`src/hw/delay_bank_pkg.sv`:
```
// ********************
// Delay bank package
// Sizes, vector types and structs shared by the bank
// ********************

`default_nettype none

package delay_bank_pkg;

  // Bank sizes
  localparam int NumIds       = 4;
  localparam int IdWidth      = 2;
  localparam int NumSlots     = 16;
  localparam int SlotWidth    = 4;
  localparam int PayloadWidth = 16;

  typedef logic [IdWidth-1:0]      id_t;
  typedef logic [SlotWidth-1:0]    slot_t;
  typedef logic [PayloadWidth-1:0] payload_t;
  typedef logic [NumIds-1:0]       id_mask_t;

  // Incoming message
  typedef struct packed {
    id_t      id;
    payload_t payload;
  } msg_t;

  // Write port of the payload store
  typedef struct packed {
    logic     en;
    slot_t    addr;
    payload_t data;
  } pay_wr_t;

  // Write port of the next-pointer store
  typedef struct packed {
    logic  en;
    slot_t addr;
    slot_t data;
  } ptr_wr_t;

  // Read request, data returns one cycle later
  typedef struct packed {
    logic  en;
    slot_t addr;
  } ram_rd_t;

endpackage

`default_nettype wire

```
`src/hw/delay_bank.sv`:
```
// ********************
// Delay bank
// Per-ID FIFO ordering over a shared linked-list store
// ********************

`timescale 1ns/100ps
`default_nettype none

module delay_bank (
  input  logic                     clk_i,
  input  logic                     rst_ni,
  input  delay_bank_pkg::msg_t     msg_i,
  input  logic                     in_valid_i,
  input  logic                     out_ready_i,
  output logic                     out_valid_o,
  output delay_bank_pkg::payload_t data_o
);

  import delay_bank_pkg::*;

  logic                  alloc;
  logic                  free_en;
  slot_t                 free_slot;
  slot_t                 alloc_slot;
  pay_wr_t               pay_wr;
  ptr_wr_t               ptr_wr;
  ram_rd_t               pay_rd;
  ram_rd_t               ptr_rd;
  payload_t              pay_rdata;
  slot_t                 ptr_rdata;
  id_mask_t              buf_valid;
  payload_t [NumIds-1:0] buf_data;
  id_mask_t              release_onehot;

  list_ctrl i_list_ctrl (
    .clk_i           (clk_i),
    .rst_ni          (rst_ni),
    .msg_i           (msg_i),
    .in_valid_i      (in_valid_i),
    .out_ready_i     (out_ready_i),
    .release_onehot_i(release_onehot),
    .free_slot_i     (alloc_slot),
    .alloc_o         (alloc),
    .free_en_o       (free_en),
    .free_slot_o     (free_slot),
    .pay_wr_o        (pay_wr),
    .pay_rd_o        (pay_rd),
    .ptr_wr_o        (ptr_wr),
    .ptr_rd_o        (ptr_rd),
    .pay_rdata_i     (pay_rdata),
    .ptr_rdata_i     (ptr_rdata),
    .buf_valid_o     (buf_valid),
    .buf_data_o      (buf_data)
  );

  release_arbiter i_release_arbiter (
    .buf_valid_i     (buf_valid),
    .buf_data_i      (buf_data),
    .msg_i           (msg_i),
    .in_valid_i      (in_valid_i),
    .release_onehot_o(release_onehot),
    .out_valid_o     (out_valid_o),
    .data_o          (data_o)
  );

  slot_allocator i_slot_allocator (
    .clk_i      (clk_i),
    .rst_ni     (rst_ni),
    .alloc_i    (alloc),
    .free_en_i  (free_en),
    .free_slot_i(free_slot),
    .free_slot_o(alloc_slot)
  );

  // Payload store
  slot_ram #(.Width(PayloadWidth)) i_pay_ram (
    .clk_i  (clk_i),
    .wr_i   (pay_wr),
    .rd_i   (pay_rd),
    .rdata_o(pay_rdata)
  );

  // Next-pointer store
  slot_ram #(.Width(SlotWidth)) i_ptr_ram (
    .clk_i  (clk_i),
    .wr_i   (ptr_wr),
    .rd_i   (ptr_rd),
    .rdata_o(ptr_rdata)
  );

endmodule

`default_nettype wire

```
`src/hw/list_ctrl.sv`:
```
// ********************
// List controller
// Per-ID linked lists, output buffers and storage port requests
// ********************

`timescale 1ns/100ps
`default_nettype none

module list_ctrl (
  input  logic                                              clk_i,
  input  logic                                              rst_ni,
  input  delay_bank_pkg::msg_t                              msg_i,
  input  logic                                              in_valid_i,
  input  logic                                              out_ready_i,
  input  delay_bank_pkg::id_mask_t                          release_onehot_i,
  input  delay_bank_pkg::slot_t                             free_slot_i,
  output logic                                              alloc_o,
  output logic                                              free_en_o,
  output delay_bank_pkg::slot_t                             free_slot_o,
  output delay_bank_pkg::pay_wr_t                           pay_wr_o,
  output delay_bank_pkg::ram_rd_t                           pay_rd_o,
  output delay_bank_pkg::ptr_wr_t                           ptr_wr_o,
  output delay_bank_pkg::ram_rd_t                           ptr_rd_o,
  input  delay_bank_pkg::payload_t                          pay_rdata_i,
  input  delay_bank_pkg::slot_t                             ptr_rdata_i,
  output delay_bank_pkg::id_mask_t                          buf_valid_o,
  output delay_bank_pkg::payload_t [delay_bank_pkg::NumIds-1:0] buf_data_o
);

  import delay_bank_pkg::*;

  // Number of messages in storage, up to NumSlots
  typedef logic [SlotWidth:0] len_t;

  slot_t    [NumIds-1:0] head_d, head_q, head_act;
  slot_t    [NumIds-1:0] tail_d, tail_q;
  len_t     [NumIds-1:0] len_d, len_q;
  payload_t [NumIds-1:0] buf_d, buf_q, buf_act;
  id_mask_t              buf_valid_d, buf_valid_q;
  id_mask_t              head_from_ram_d, head_from_ram_q;
  id_mask_t              buf_from_ram_d, buf_from_ram_q;
  id_mask_t              pop, push;

  for (genvar i = 0; i < NumIds; i++) begin : g_id
    assign pop[i]  = out_ready_i && release_onehot_i[i];
    assign push[i] = in_valid_i && (msg_i.id == id_t'(i));

    // Read data is only valid in the cycle after the pop that requested it
    assign head_act[i] = head_from_ram_q[i] ? ptr_rdata_i : head_q[i];
    assign buf_act[i]  = buf_from_ram_q[i] ? pay_rdata_i : buf_q[i];
  end

  assign buf_valid_o = buf_valid_q;
  assign buf_data_o  = buf_act;

  // At most one ID pops and one ID pushes, so port requests merge without conflict
  always_comb begin
    pay_wr_o    = '0;
    pay_rd_o    = '0;
    ptr_wr_o    = '0;
    ptr_rd_o    = '0;
    alloc_o     = 1'b0;
    free_en_o   = 1'b0;
    free_slot_o = '0;
    for (int i = 0; i < NumIds; i++) begin
      head_d[i]          = head_act[i];
      tail_d[i]          = tail_q[i];
      len_d[i]           = len_q[i];
      buf_d[i]           = buf_act[i];
      buf_valid_d[i]     = buf_valid_q[i];
      head_from_ram_d[i] = 1'b0;
      buf_from_ram_d[i]  = 1'b0;

      // Output side first; an empty buffer means flow-through
      if (pop[i] && buf_valid_q[i]) begin
        if (len_q[i] != '0) begin
          // Refill the buffer from the list head
          pay_rd_o          = '{en: 1'b1, addr: head_act[i]};
          free_en_o         = 1'b1;
          free_slot_o       = head_act[i];
          buf_from_ram_d[i] = 1'b1;
          len_d[i]          = len_q[i] - 1'b1;
          if (len_q[i] > len_t'(1)) begin
            ptr_rd_o           = '{en: 1'b1, addr: head_act[i]};
            head_from_ram_d[i] = 1'b1;
          end
        end else if (push[i]) begin
          buf_d[i] = msg_i.payload;
        end else begin
          buf_valid_d[i] = 1'b0;
        end
      end

      if (push[i]) begin
        if (!buf_valid_q[i]) begin
          if (!pop[i]) begin
            buf_valid_d[i] = 1'b1;
            buf_d[i]       = msg_i.payload;
          end
        end else if (!(pop[i] && len_q[i] == '0)) begin
          // Append to the list in storage
          alloc_o  = 1'b1;
          pay_wr_o = '{en: 1'b1, addr: free_slot_i, data: msg_i.payload};
          if (len_d[i] != '0) begin
            ptr_wr_o = '{en: 1'b1, addr: tail_q[i], data: free_slot_i};
          end else begin
            head_d[i] = free_slot_i;
          end
          tail_d[i] = free_slot_i;
          len_d[i]  = len_d[i] + 1'b1;
        end
      end
    end
  end

  always_ff @(posedge clk_i or negedge rst_ni) begin
    if (!rst_ni) begin
      head_q          <= '0;
      tail_q          <= '0;
      len_q           <= '0;
      buf_valid_q     <= '0;
      head_from_ram_q <= '0;
      buf_from_ram_q  <= '0;
    end else begin
      head_q          <= head_d;
      tail_q          <= tail_d;
      len_q           <= len_d;
      buf_valid_q     <= buf_valid_d;
      head_from_ram_q <= head_from_ram_d;
      buf_from_ram_q  <= buf_from_ram_d;
    end
  end

  // Buffered payloads
  always_ff @(posedge clk_i) begin
    buf_q <= buf_d;
  end

  for (genvar i = 0; i < NumIds; i++) begin : g_len_chk
    // A list with entries always has a valid buffer in front of it
    assert property (@(posedge clk_i) disable iff (!rst_ni)
                     (len_q[i] <= len_t'(NumSlots)) && (len_q[i] == '0 || buf_valid_q[i]))
      else $error("list_ctrl: list %0d length %0d out of range", i, len_q[i]);
  end

endmodule

`default_nettype wire

```
`src/hw/release_arbiter.sv`:
```
// ********************
// Release arbiter
// Picks the lowest ID with a message and muxes its data
// ********************

`timescale 1ns/100ps
`default_nettype none

module release_arbiter (
  input  delay_bank_pkg::id_mask_t                              buf_valid_i,
  input  delay_bank_pkg::payload_t [delay_bank_pkg::NumIds-1:0] buf_data_i,
  input  delay_bank_pkg::msg_t                                  msg_i,
  input  logic                                                  in_valid_i,
  output delay_bank_pkg::id_mask_t                              release_onehot_o,
  output logic                                                  out_valid_o,
  output delay_bank_pkg::payload_t                              data_o
);

  import delay_bank_pkg::*;

  id_mask_t cand;

  // A buffered message or an incoming one makes an ID eligible
  for (genvar i = 0; i < NumIds; i++) begin : g_cand
    assign cand[i] = buf_valid_i[i] || (in_valid_i && (msg_i.id == id_t'(i)));
  end

  // Fixed priority, lowest ID wins
  always_comb begin
    release_onehot_o = '0;
    for (int i = NumIds - 1; i >= 0; i--) begin
      if (cand[i]) begin
        release_onehot_o    = '0;
        release_onehot_o[i] = 1'b1;
      end
    end
  end

  assign out_valid_o = |cand;

  // Winner without a buffered message is the incoming ID, so flow through
  always_comb begin
    data_o = msg_i.payload;
    for (int i = 0; i < NumIds; i++) begin
      if (release_onehot_o[i] && buf_valid_i[i]) begin
        data_o = buf_data_i[i];
      end
    end
  end

endmodule

`default_nettype wire

```
`src/hw/slot_allocator.sv`:
```
// ********************
// Slot allocator
// Valid bit per slot and lowest free slot search
// ********************

`timescale 1ns/100ps
`default_nettype none

module slot_allocator (
  input  logic                  clk_i,
  input  logic                  rst_ni,
  input  logic                  alloc_i,
  input  logic                  free_en_i,
  input  delay_bank_pkg::slot_t free_slot_i,
  output delay_bank_pkg::slot_t free_slot_o
);

  import delay_bank_pkg::*;

  logic [NumSlots-1:0] valid_d;
  logic [NumSlots-1:0] valid_q;

  // Lowest clear bit wins, scan from the top down
  always_comb begin
    free_slot_o = '0;
    for (int s = NumSlots - 1; s >= 0; s--) begin
      if (!valid_q[s]) begin
        free_slot_o = slot_t'(s);
      end
    end
  end

  // Allocated and freed slots always differ, so both updates can apply
  always_comb begin
    valid_d = valid_q;
    if (alloc_i) begin
      valid_d[free_slot_o] = 1'b1;
    end
    if (free_en_i) begin
      valid_d[free_slot_i] = 1'b0;
    end
  end

  always_ff @(posedge clk_i or negedge rst_ni) begin
    if (!rst_ni) begin
      valid_q <= '0;
    end else begin
      valid_q <= valid_d;
    end
  end

  // Overflow of the shared storage
  assert property (@(posedge clk_i) disable iff (!rst_ni) alloc_i |-> !(&valid_q))
    else $error("slot_allocator: allocation with all slots taken");

  // A popped head must still be marked as taken
  assert property (@(posedge clk_i) disable iff (!rst_ni) free_en_i |-> valid_q[free_slot_i])
    else $error("slot_allocator: slot %0d freed twice", free_slot_i);

endmodule

`default_nettype wire

```
`src/hw/slot_ram.sv`:
```
// ********************
// Slot RAM
// NumSlots words, one write and one registered read port
// ********************

`timescale 1ns/100ps
`default_nettype none

module slot_ram #(
  parameter int Width = 16
) (
  input  logic                                      clk_i,
  input  logic [Width+delay_bank_pkg::SlotWidth:0]  wr_i,
  input  delay_bank_pkg::ram_rd_t                   rd_i,
  output logic [Width-1:0]                          rdata_o
);

  import delay_bank_pkg::*;

  // Same layout as the write structs of the package
  typedef struct packed {
    logic             en;
    slot_t            addr;
    logic [Width-1:0] data;
  } wr_t;

  wr_t              wr;
  logic [Width-1:0] mem_q [NumSlots];

  assign wr = wr_t'(wr_i);

  always_ff @(posedge clk_i) begin
    if (wr.en) begin
      mem_q[wr.addr] <= wr.data;
    end
    if (rd_i.en) begin
      rdata_o <= mem_q[rd_i.addr];
    end
  end

  // A slot is never written while the bank reads it back
  assert property (@(posedge clk_i) (wr.en && rd_i.en) |-> (wr.addr != rd_i.addr))
    else $error("slot_ram: read and write hit slot %0d", wr.addr);

endmodule

`default_nettype wire

```
`config.mk`:
```
export PLATFORM = sky130hd
export DESIGN_NAME = delay_bank
export DESIGN_NICKNAME = d
export VERILOG_FILES = /design/src/hw/delay_bank_pkg.sv /design/src/hw/delay_bank.sv /design/src/hw/list_ctrl.sv /design/src/hw/release_arbiter.sv /design/src/hw/slot_allocator.sv /design/src/hw/slot_ram.sv
export SDC_FILE = /design/constraint.sdc
export NUM_CORES = 1
export LEC_CHECK = 0
export BUFFER_PORTS_ARGS = -buffer_cell sky130_fd_sc_hd__buf_2
export CAP_MARGIN = 20
export CORE_ASPECT_RATIO = 1.4
export CORE_UTILIZATION = 42
export CTS_CLUSTER_SIZE = 20
export DETAILED_ROUTE_END_ITERATION = 10
export PLACE_DENSITY_LB_ADDON = 0.25
export SYNTH_ARGS = -nofsm -noshare
export SYNTH_HDL_FRONTEND = slang
export SYNTH_SLANG_ARGS = --single-unit
export TNS_END_PERCENT = 50
```
`constraint.sdc`:
```
create_clock -name clk_i -period 8.2 [get_ports clk_i]
set_input_delay 0.82 -clock clk_i [delete_from_list [all_inputs] [get_ports clk_i]]
set_output_delay 0.82 -clock clk_i [all_outputs]
set_load 0.05 [all_outputs]
```
# [Yosys cells after proc, flatten, opt, wreduce, memory -nomap -nowiden]
# Memories as Yosys holds them, arrays and structs flattened. A register that Yosys moved wholly into a read port is not among the register bits.
# Index checks and enable logic that the tools add are counted.
# W data, S select, Z words.
[classes] eq_ne=3 n_bitwise=7 order_cmp=8 n_mux=220 reduce_logical=44 add_sub_neg=8
[ops] cell="$mux W16" count=34
[ops] cell="$mux W21" count=12
[ops] cell="$mux W5" count=40
[ops] cell="$mux W4" count=48
[ops] cell="$mux W9" count=16
[ops] cell="$mux W1" count=68
[ops] cell="$reduce_bool A5 Y1" count=8
[ops] cell="$logic_and A1 B1 Y1" count=22
[ops] cell="$add A5 B1 Y5 const B" count=4
[ops] cell="$gt A5 B1 Y1 const B" count=4
[ops] cell="$logic_not A5 Y1" count=4
[ops] cell="$sub A5 B1 Y5 const B" count=4
[ops] cell="$and A16 B16 Y16" count=1
[ops] cell="$not A16 Y16" count=1
[ops] cell="$or A16 B16 Y16" count=1
[ops] cell="$reduce_and A3 Y1" count=4
[ops] cell="$lt A4 B5 Y1 const B" count=2
[ops] cell="$demux W1 S4" count=2
[ops] cell="$ge A4 B1 Y1 const B" count=2
[ops] cell="$eq A2 B2 Y1 const B" count=2
[ops] cell="$logic_or A1 B1 Y1" count=4
[ops] cell="$not A1 Y1" count=4
[ops] cell="$reduce_or A4 Y1" count=1
[ops] cell="$eq A2 B1 Y1 const B" count=1
[ops] cell="$logic_not A2 Y1" count=1
[word_totals] ff_bits=144 word_cells=312 inputBits=22 out_inout_bits=17 mem_bits_rw=320 mem_count=2
[mem_list] memory="i_pay_ram.mem_q" words=16 word_bits=16 rd=1 rd_clocked_by_memory_dff=1 write_ports=1 line_no="slot_ram.sv:28" source="logic [Width-1:0] mem_q [NumSlots];"
[mem_list] memory="i_ptr_ram.mem_q" words=16 word_bits=4 rd=1 rd_clocked_by_memory_dff=1 write_ports=1 line_no="slot_ram.sv:28"

# [Logic depth before layout (Yosys ltp)]
[depth] depth_word=34 mapped_depth=16 mapped_depth_nobuf=15

# [Cells and area by module]
# A second synthesis with hierarchy kept.
[hier_totals] cells_unflattened=1511 hier_area_um2=22198.8
[modules_own_cells] mod="slot_ram at i_pay_ram" seq_area_each_um2=8167.8 instances=1 cells_each=432 area_per_inst_um2=10202.3
[modules_own_cells] mod="list_ctrl" seq_area_each_um2=2882.8 instances=1 cells_each=705 area_per_inst_um2=7209.4
[modules_own_cells] mod="slot_ram at i_ptr_ram" seq_area_each_um2=2042.0 instances=1 cells_each=130 area_per_inst_um2=2706.3
[modules_own_cells] mod="release_arbiter" seq_area_each_um2=0.0 instances=1 cells_each=135 area_per_inst_um2=1109.8
[modules_own_cells] mod="slot_allocator" seq_area_each_um2=400.4 instances=1 cells_each=109 area_per_inst_um2=970.9

# [Least setup slack after synthesis]
# Ideal clock, no wire load.
[synth_path] path_type="input-to-reg" startpoint="input port in_valid_i" endpoint="memory i_ptr_ram.mem_q[8][0] (netlist bit), enable pin" setup_ns=0.361 stages=13 path_buffers=1 setup_slack_ns=3.940 required_ns=7.839 arrival_ns=3.898 cell_sequence="nor3b_1 > or3_1 > buf_2 > xnor2_1 > ha_1 > or4b_1 > a31o_2 > o211ai_1 > nor2_1 > a22o_1 > a221o_1 > or2_4 > nor3_1"
[synth_between] elab_chain_len=27 elab_cells_between_ends=50 cone_classes="mux: 26; reduce/logical: 24"
[synth_rtl] item="start: declaration" line_no="delay_bank.sv:13" source="input logic in_valid_i,"
[synth_rtl] item="$logic_and A1 B1 Y1" line_no="list_ctrl.sv:46, release_arbiter.sv:25"
[synth_rtl] item="$logic_or A1 B1 Y1" line_no="release_arbiter.sv:25" source="assign cand[i] = buf_valid_i[i] || (in_valid_i && (msg_i.id == id_t'(i)));"
[synth_rtl] item="$mux W4 (3 in a row)" line_no="release_arbiter.sv:32" source="if (cand[i]) begin"
[synth_rtl] item="$logic_and A1 B1 Y1" line_no="list_ctrl.sv:45" source="assign pop[i] = out_ready_i && release_onehot_i[i];"
[synth_rtl] item="$logic_and A1 B1 Y1" line_no="list_ctrl.sv:75" source="if (pop[i] && buf_valid_q[i]) begin"
[synth_rtl] item="$mux W5" line_no="list_ctrl.sv:75"
[synth_rtl] item="$reduce_bool A5 Y1" line_no="list_ctrl.sv:104" source="if (len_d[i] != '0) begin"
[synth_rtl] item="$mux W9" line_no="list_ctrl.sv:104"
[synth_rtl] item="[9 not listed]"
[synth_rtl] item="$mux W9" line_no="list_ctrl.sv:95" source="if (!buf_valid_q[i]) begin"
[synth_rtl] item="$mux W9" line_no="list_ctrl.sv:94" source="if (push[i]) begin"
[synth_rtl] item="$mux W9" line_no="list_ctrl.sv:104"
[synth_rtl] item="$mux W9" line_no="list_ctrl.sv:100" source="end else if (!(pop[i] && len_q[i] == '0)) begin"
[synth_rtl] item="$mux W9" line_no="list_ctrl.sv:95"
[synth_rtl] item="$mux W9 *" line_no="list_ctrl.sv:94"
[synth_rtl] item="$mux W1" line_no="slot_ram.sv:33" source="if (wr.en) begin"
[synth_rtl] item="$mux W1 (implied by the code)" line_no="slot_ram.sv:34" source="mem_q[wr.addr] <= wr.data;"
[synth_rtl] item="end: declaration" line_no="slot_ram.sv:28"
# Mark *: on every way between the ends. The rest lies on a longest branch, timed or not.

# [Final worst setup path]
[layout_path] startpoint="register i_list_ctrl.len_q[5] (netlist bit)" endpoint="memory i_ptr_ram.mem_q[8][0] (netlist bit), enable pin"
[layout_between] elab_chain_len=18 elab_cells_between_ends=21 cone_classes="add/sub: 1; mux: 16; reduce/logical: 4"
[layout_rtl] item="start: declaration" line_no="list_ctrl.sv:37" source="len_t [NumIds-1:0] len_d, len_q;"
[layout_rtl] item="start signal: assignment" line_no="list_ctrl.sv:127" source="len_q <= len_d;"
[layout_rtl] item="$sub A5 B1 Y5 / $reduce_bool A5 Y1 (equally long branches)" line_no="list_ctrl.sv:82, list_ctrl.sv:76"
[layout_rtl] item="$mux W5" line_no="list_ctrl.sv:76" source="if (len_q[i] != '0) begin"
[layout_rtl] item="$mux W5" line_no="list_ctrl.sv:75"
[layout_rtl] item="$reduce_bool A5 Y1" line_no="list_ctrl.sv:104"
[layout_rtl] item="$mux W9" line_no="list_ctrl.sv:104"
[layout_rtl] item="$mux W9 *" line_no="list_ctrl.sv:100"
[layout_rtl] item="$mux W9 *" line_no="list_ctrl.sv:95"
[layout_rtl] item="$mux W9 *" line_no="list_ctrl.sv:94"
[layout_rtl] item="[2 not listed]"
[layout_rtl] item="$mux W9" line_no="list_ctrl.sv:95"
[layout_rtl] item="$mux W9 *" line_no="list_ctrl.sv:94"
[layout_rtl] item="$mux W9" line_no="list_ctrl.sv:104"
[layout_rtl] item="$mux W9" line_no="list_ctrl.sv:100"
[layout_rtl] item="$mux W9" line_no="list_ctrl.sv:95"
[layout_rtl] item="$mux W9 *" line_no="list_ctrl.sv:94"
[layout_rtl] item="$mux W1" line_no="slot_ram.sv:33"
[layout_rtl] item="$mux W1 (implied by the code)" line_no="slot_ram.sv:34"
# Marks and branches as above.

==> summary.md <==
| Metric | Value |
|---|---|
| Clock-pin slew on the worst setup and hold paths | `0.06 ns` |
| Synth Net Count | `1838` |
| Clock sinks | `484` |
| WL per Instance | `21.2 um` |
| DR vias | `14.2k` |
| Die Y | `270 um` |
| First-pass GRT wire length | `82300 um` |
| Vias per std cell | `5.68` |
| DRT iter0 DRCs | `822` |
| Maximum Capacitance Violations | `0` |
| Flop-to-flop setup slack | `3.16 ns` |
| Critical path type | `reg -> reg` |
| Predominant post-synthesis flop cell | `edfxtp_1` |
| Violated checks | `design-rule violations` |
| Seq/Total Area, Yosys | `0.626` |
| Post-synth top area share | `0.474` |
| Startpoint Class | `flop` |
| Static Leak | `8.94 nW` |
| Die span in x | `193 um` |
| Die Area | `0.0522 mm2` |
| Drt pass-1 iters | `8` |
| RSZ-0062 raised after global routing | `no` |
| Fmax achieved | `0.198 GHz` |
| Setup TNS | `0 ns` |
| Vias in the first global route | `14.1k` |
| RR Endpoint | `i_ptr_ram.mem_q[8][0]` |
| Worst r2r src | `i_list_ctrl.len_q[5]` |
| Crit path DAT | `5.25 ns` |
| Pwr dens | `327 mW/mm2` |
| DRC | `2` |
| Max H-tree Level | `2` |
| Area leader, netlist | `edfxtp_1` |
| Share of cells above drive strength 1 | `0.126` |
| Peak fanout along the critical path | `10` |
| Final hold viol count | `0` |
| P&R area growth vs syn | `12.2%` |
| Clock root buffer | `clkbuf_16` |
| CTS Buffer Depth | `3` |
| Antenna Nets Post-Route | `0` |
| Final setup vio count | `0` |
| PortBufs | `38` |
| Headroom to the max-slew limit | `0.258` |
| Core Area | `0.0504 mm2` |
| Clk_skew | `0.0179 ns` |
| Setup bufs post-CTS | `0` |
| RePlAce Congestion | `0.831` |
| Data required time of the critical path | `8.41 ns` |
| Final layout net count | `1852` |
| Min cycle time layout | `5.04 ns` |
| Post-Syn Instances | `1799` |
| I/O pin count | `39` |
| Total Routing Usage GR | `0.203` |
| Grt ovf | `0` |
| Hpwl dp | `33500 um` |
| Post-synth EDFFs | `340` |
| Final Cycle Share | `0.615` |
| Async SR Flop Fraction | `0.165` |
| #FFs+latches synth | `484` |
| CTS resizes | `0` |
| Site Rows | `97` |
| Post-synth cell types | `79` |
| Status | `finished, violations left` |
| Mapped Avg Cell Area | `12.0 um2` |
| Initial Util | `0.428` |
| Routed WL | `52800 um` |
| Clock Latency Late Sink | `0.59 ns` |
| Total CTS buffers | `49` |
| Largest net degree at the start of global routing | `69` |
| Max VDD drop | `0.203 mV` |
| Cts hold-fix bufs | `0` |
| Final hold slack | `0.139 ns` |
| Main area contributors after synthesis | `edfxtp_1 47%, dfrtp_1 9.3%, mux2i_1 7.1%, dfxtp_1 5.9%, a21oi_1 3.8%` |
| Tightest Pin Transition | `1.11 ns` |
| FF-to-FF path depth | `15` |
| # diodes | `0` |
| Initial antenna violation count | `0` |
| Worst Setup End Kind | `flop` |
| Max-slew violations | `0` |
| Synth warn | `0` |
| Mapped cell area | `0.0215 mm2` |
| CTS tree | `yes` |
| Worst Hold Class | `in -> async` |
worst max-delay path by stage:
stage | end | slack (ns) | depth (start not counted) | from
after global placement | i_ptr_ram.mem_q[8][0] | 3.04 | 14 | in_valid_i
after floorplan | i_ptr_ram.mem_q[8][0] | 3.94 | 13 | in_valid_i
after global routing | i_ptr_ram.mem_q[8][0] | 2.77 | 15 | i_list_ctrl.len_q[5]
after detailed placement | i_ptr_ram.mem_q[8][2] | 2.91 | 14 | in_valid_i
after CTS | i_ptr_ram.mem_q[8][0] | 3.11 | 15 | i_list_ctrl.len_q[5]
final | i_ptr_ram.mem_q[8][0] | 3.16 | 15 | i_list_ctrl.len_q[5]
synth_stat cells, types with 5 or more instances:
cell,number
buf_2,31
inv_1,36
a31oi_1,5
edfxtp_1,340
a311oi_1,32
or3_1,6
nand2_1,194
nor4_1,7
nor3_1,25
nor3b_1,6
ha_1,17
a2bb2oi_1,6
and3_1,35
o32a_1,5
dfxtp_1,64
o21ai_0,48
buf_1,7
a211oi_1,14
dfrtp_1,80
o22ai_1,10
nand3_1,44
and2_1,19
nand2b_1,13
xnor2_1,12
mux2i_1,152
clkbuf_1,69
o221ai_1,17
a21oi_1,163
buf_4,7
nor2b_1,12
nand4_1,16
a211o_1,5
a32oi_1,16
mux2_2,40
nor2_1,165
xor2_1,6
cell type report:
type	instances	area [um2]
fill	4418	26200
sequential	484	13500
multi-input combinational	1163	7520
clock buffer	61	1350
tap	643	805
timing repair buffer	79	528
clock inverter	30	347
inverter	36	135
cells in the final DEF (no fill, tap or decap), types with 19 or more instances in the layout:
cell / n
inv_1: 36
a311oi_1: 32
dfxtp_1: 64
and3_1: 35
clkbuf_16: 51
buf_2: 37
nand3_1: 44
nand2_1: 194
edfxtp_1: 340
nor2_1: 163
o21ai_0: 48
a21oi_1: 162
mux2_2: 40
buf_4: 39
dfrtp_1: 80
mux2i_1: 152
and2_1: 19
sequential cells by signal, summed over array words and instances, names as in the netlist:
signal and count:
i_list_ctrl.buf_from_ram_q 4, i_list_ctrl.tail_q 16, i_ptr_ram.rdata_o 4, i_list_ctrl.buf_q 64, i_slot_allocator.valid_q 16, i_list_ctrl.len_q 20
i_list_ctrl.head_q 16, i_ptr_ram.mem_q 64, i_pay_ram.rdata_o 16, i_pay_ram.mem_q 256, i_list_ctrl.buf_valid_o 4, i_list_ctrl.head_from_ram_q 4
where the power goes:
part	leakage (nW)	switching, mW	internal [mW]	total, mW
logic	3.41	1.50	0.809	2.31
clock network	0.814	0.940	1.39	2.33
registers	4.72	0.248	3.03	3.28
metal layers:
layer	global-route usage	vias up	wire, um
li1	-	6707	-
met5	0	-	0
met2	0.370	274	27800
met4	0.0766	0	1750
met3	0.0267	91	1770
met1	0.242	7096	21500
through the flow:
| stage | total power, mW | std cells | setup slack (ns) | instance area (um2) | util |
|---|---|---|---|---|---|
| 3_5_place_dp | 5.64 | 2403 | 2.91 | 22500 | 0.446 |
| 4_1_cts | 7.98 | 2494 | 3.11 | 24200 | 0.480 |
| 2_1_floorplan | 4.96 | 1799 | 3.94 | 21500 | - |
| 5_1_grt | 8.31 | 2496 | 2.77 | 24200 | 0.480 |
| 3_3_place_gp | 5.57 | 2400 | 3.04 | 22400 | 0.445 |
| 6_report | 7.92 | 2496 | 3.16 | 24200 | 0.480 |
cells by family (layout without fill, tap and decap cells):
kind of cell / Yosys count / count (layout) / synth area share
AO/OA/AOI/OAI: 359 / 359 / 0.107
XOR/XNOR: 18 / 18 / 0.00732
adder cells (fa/ha/maj): 17 / 17 / 0.00987
buffers and inverters: 152 / 206 / 0.0302
flip-flops: 484 / 484 / 0.626
multiplexers: 193 / 193 / 0.0921
AND/OR/NAND/NOR: 576 / 576 / 0.127
critical path, cell delays in order, from the launching register on:
cell      delay, ns
dfrtp_1        0.40
inv_1          0.11
ha_1           0.29
nor4b_1        0.40
or3_1          0.50
nor2_1         0.08
a21oi_1        0.26
ha_1           0.22
or4b_1         0.45
a31o_2         0.22
o211ai_1       0.24
nor2_1         0.21
a22o_1         0.23
a221o_1        0.30
nand2b_1       0.23
nor3_1         0.52
Note: power is estimated with default switching activity, not from simulation.
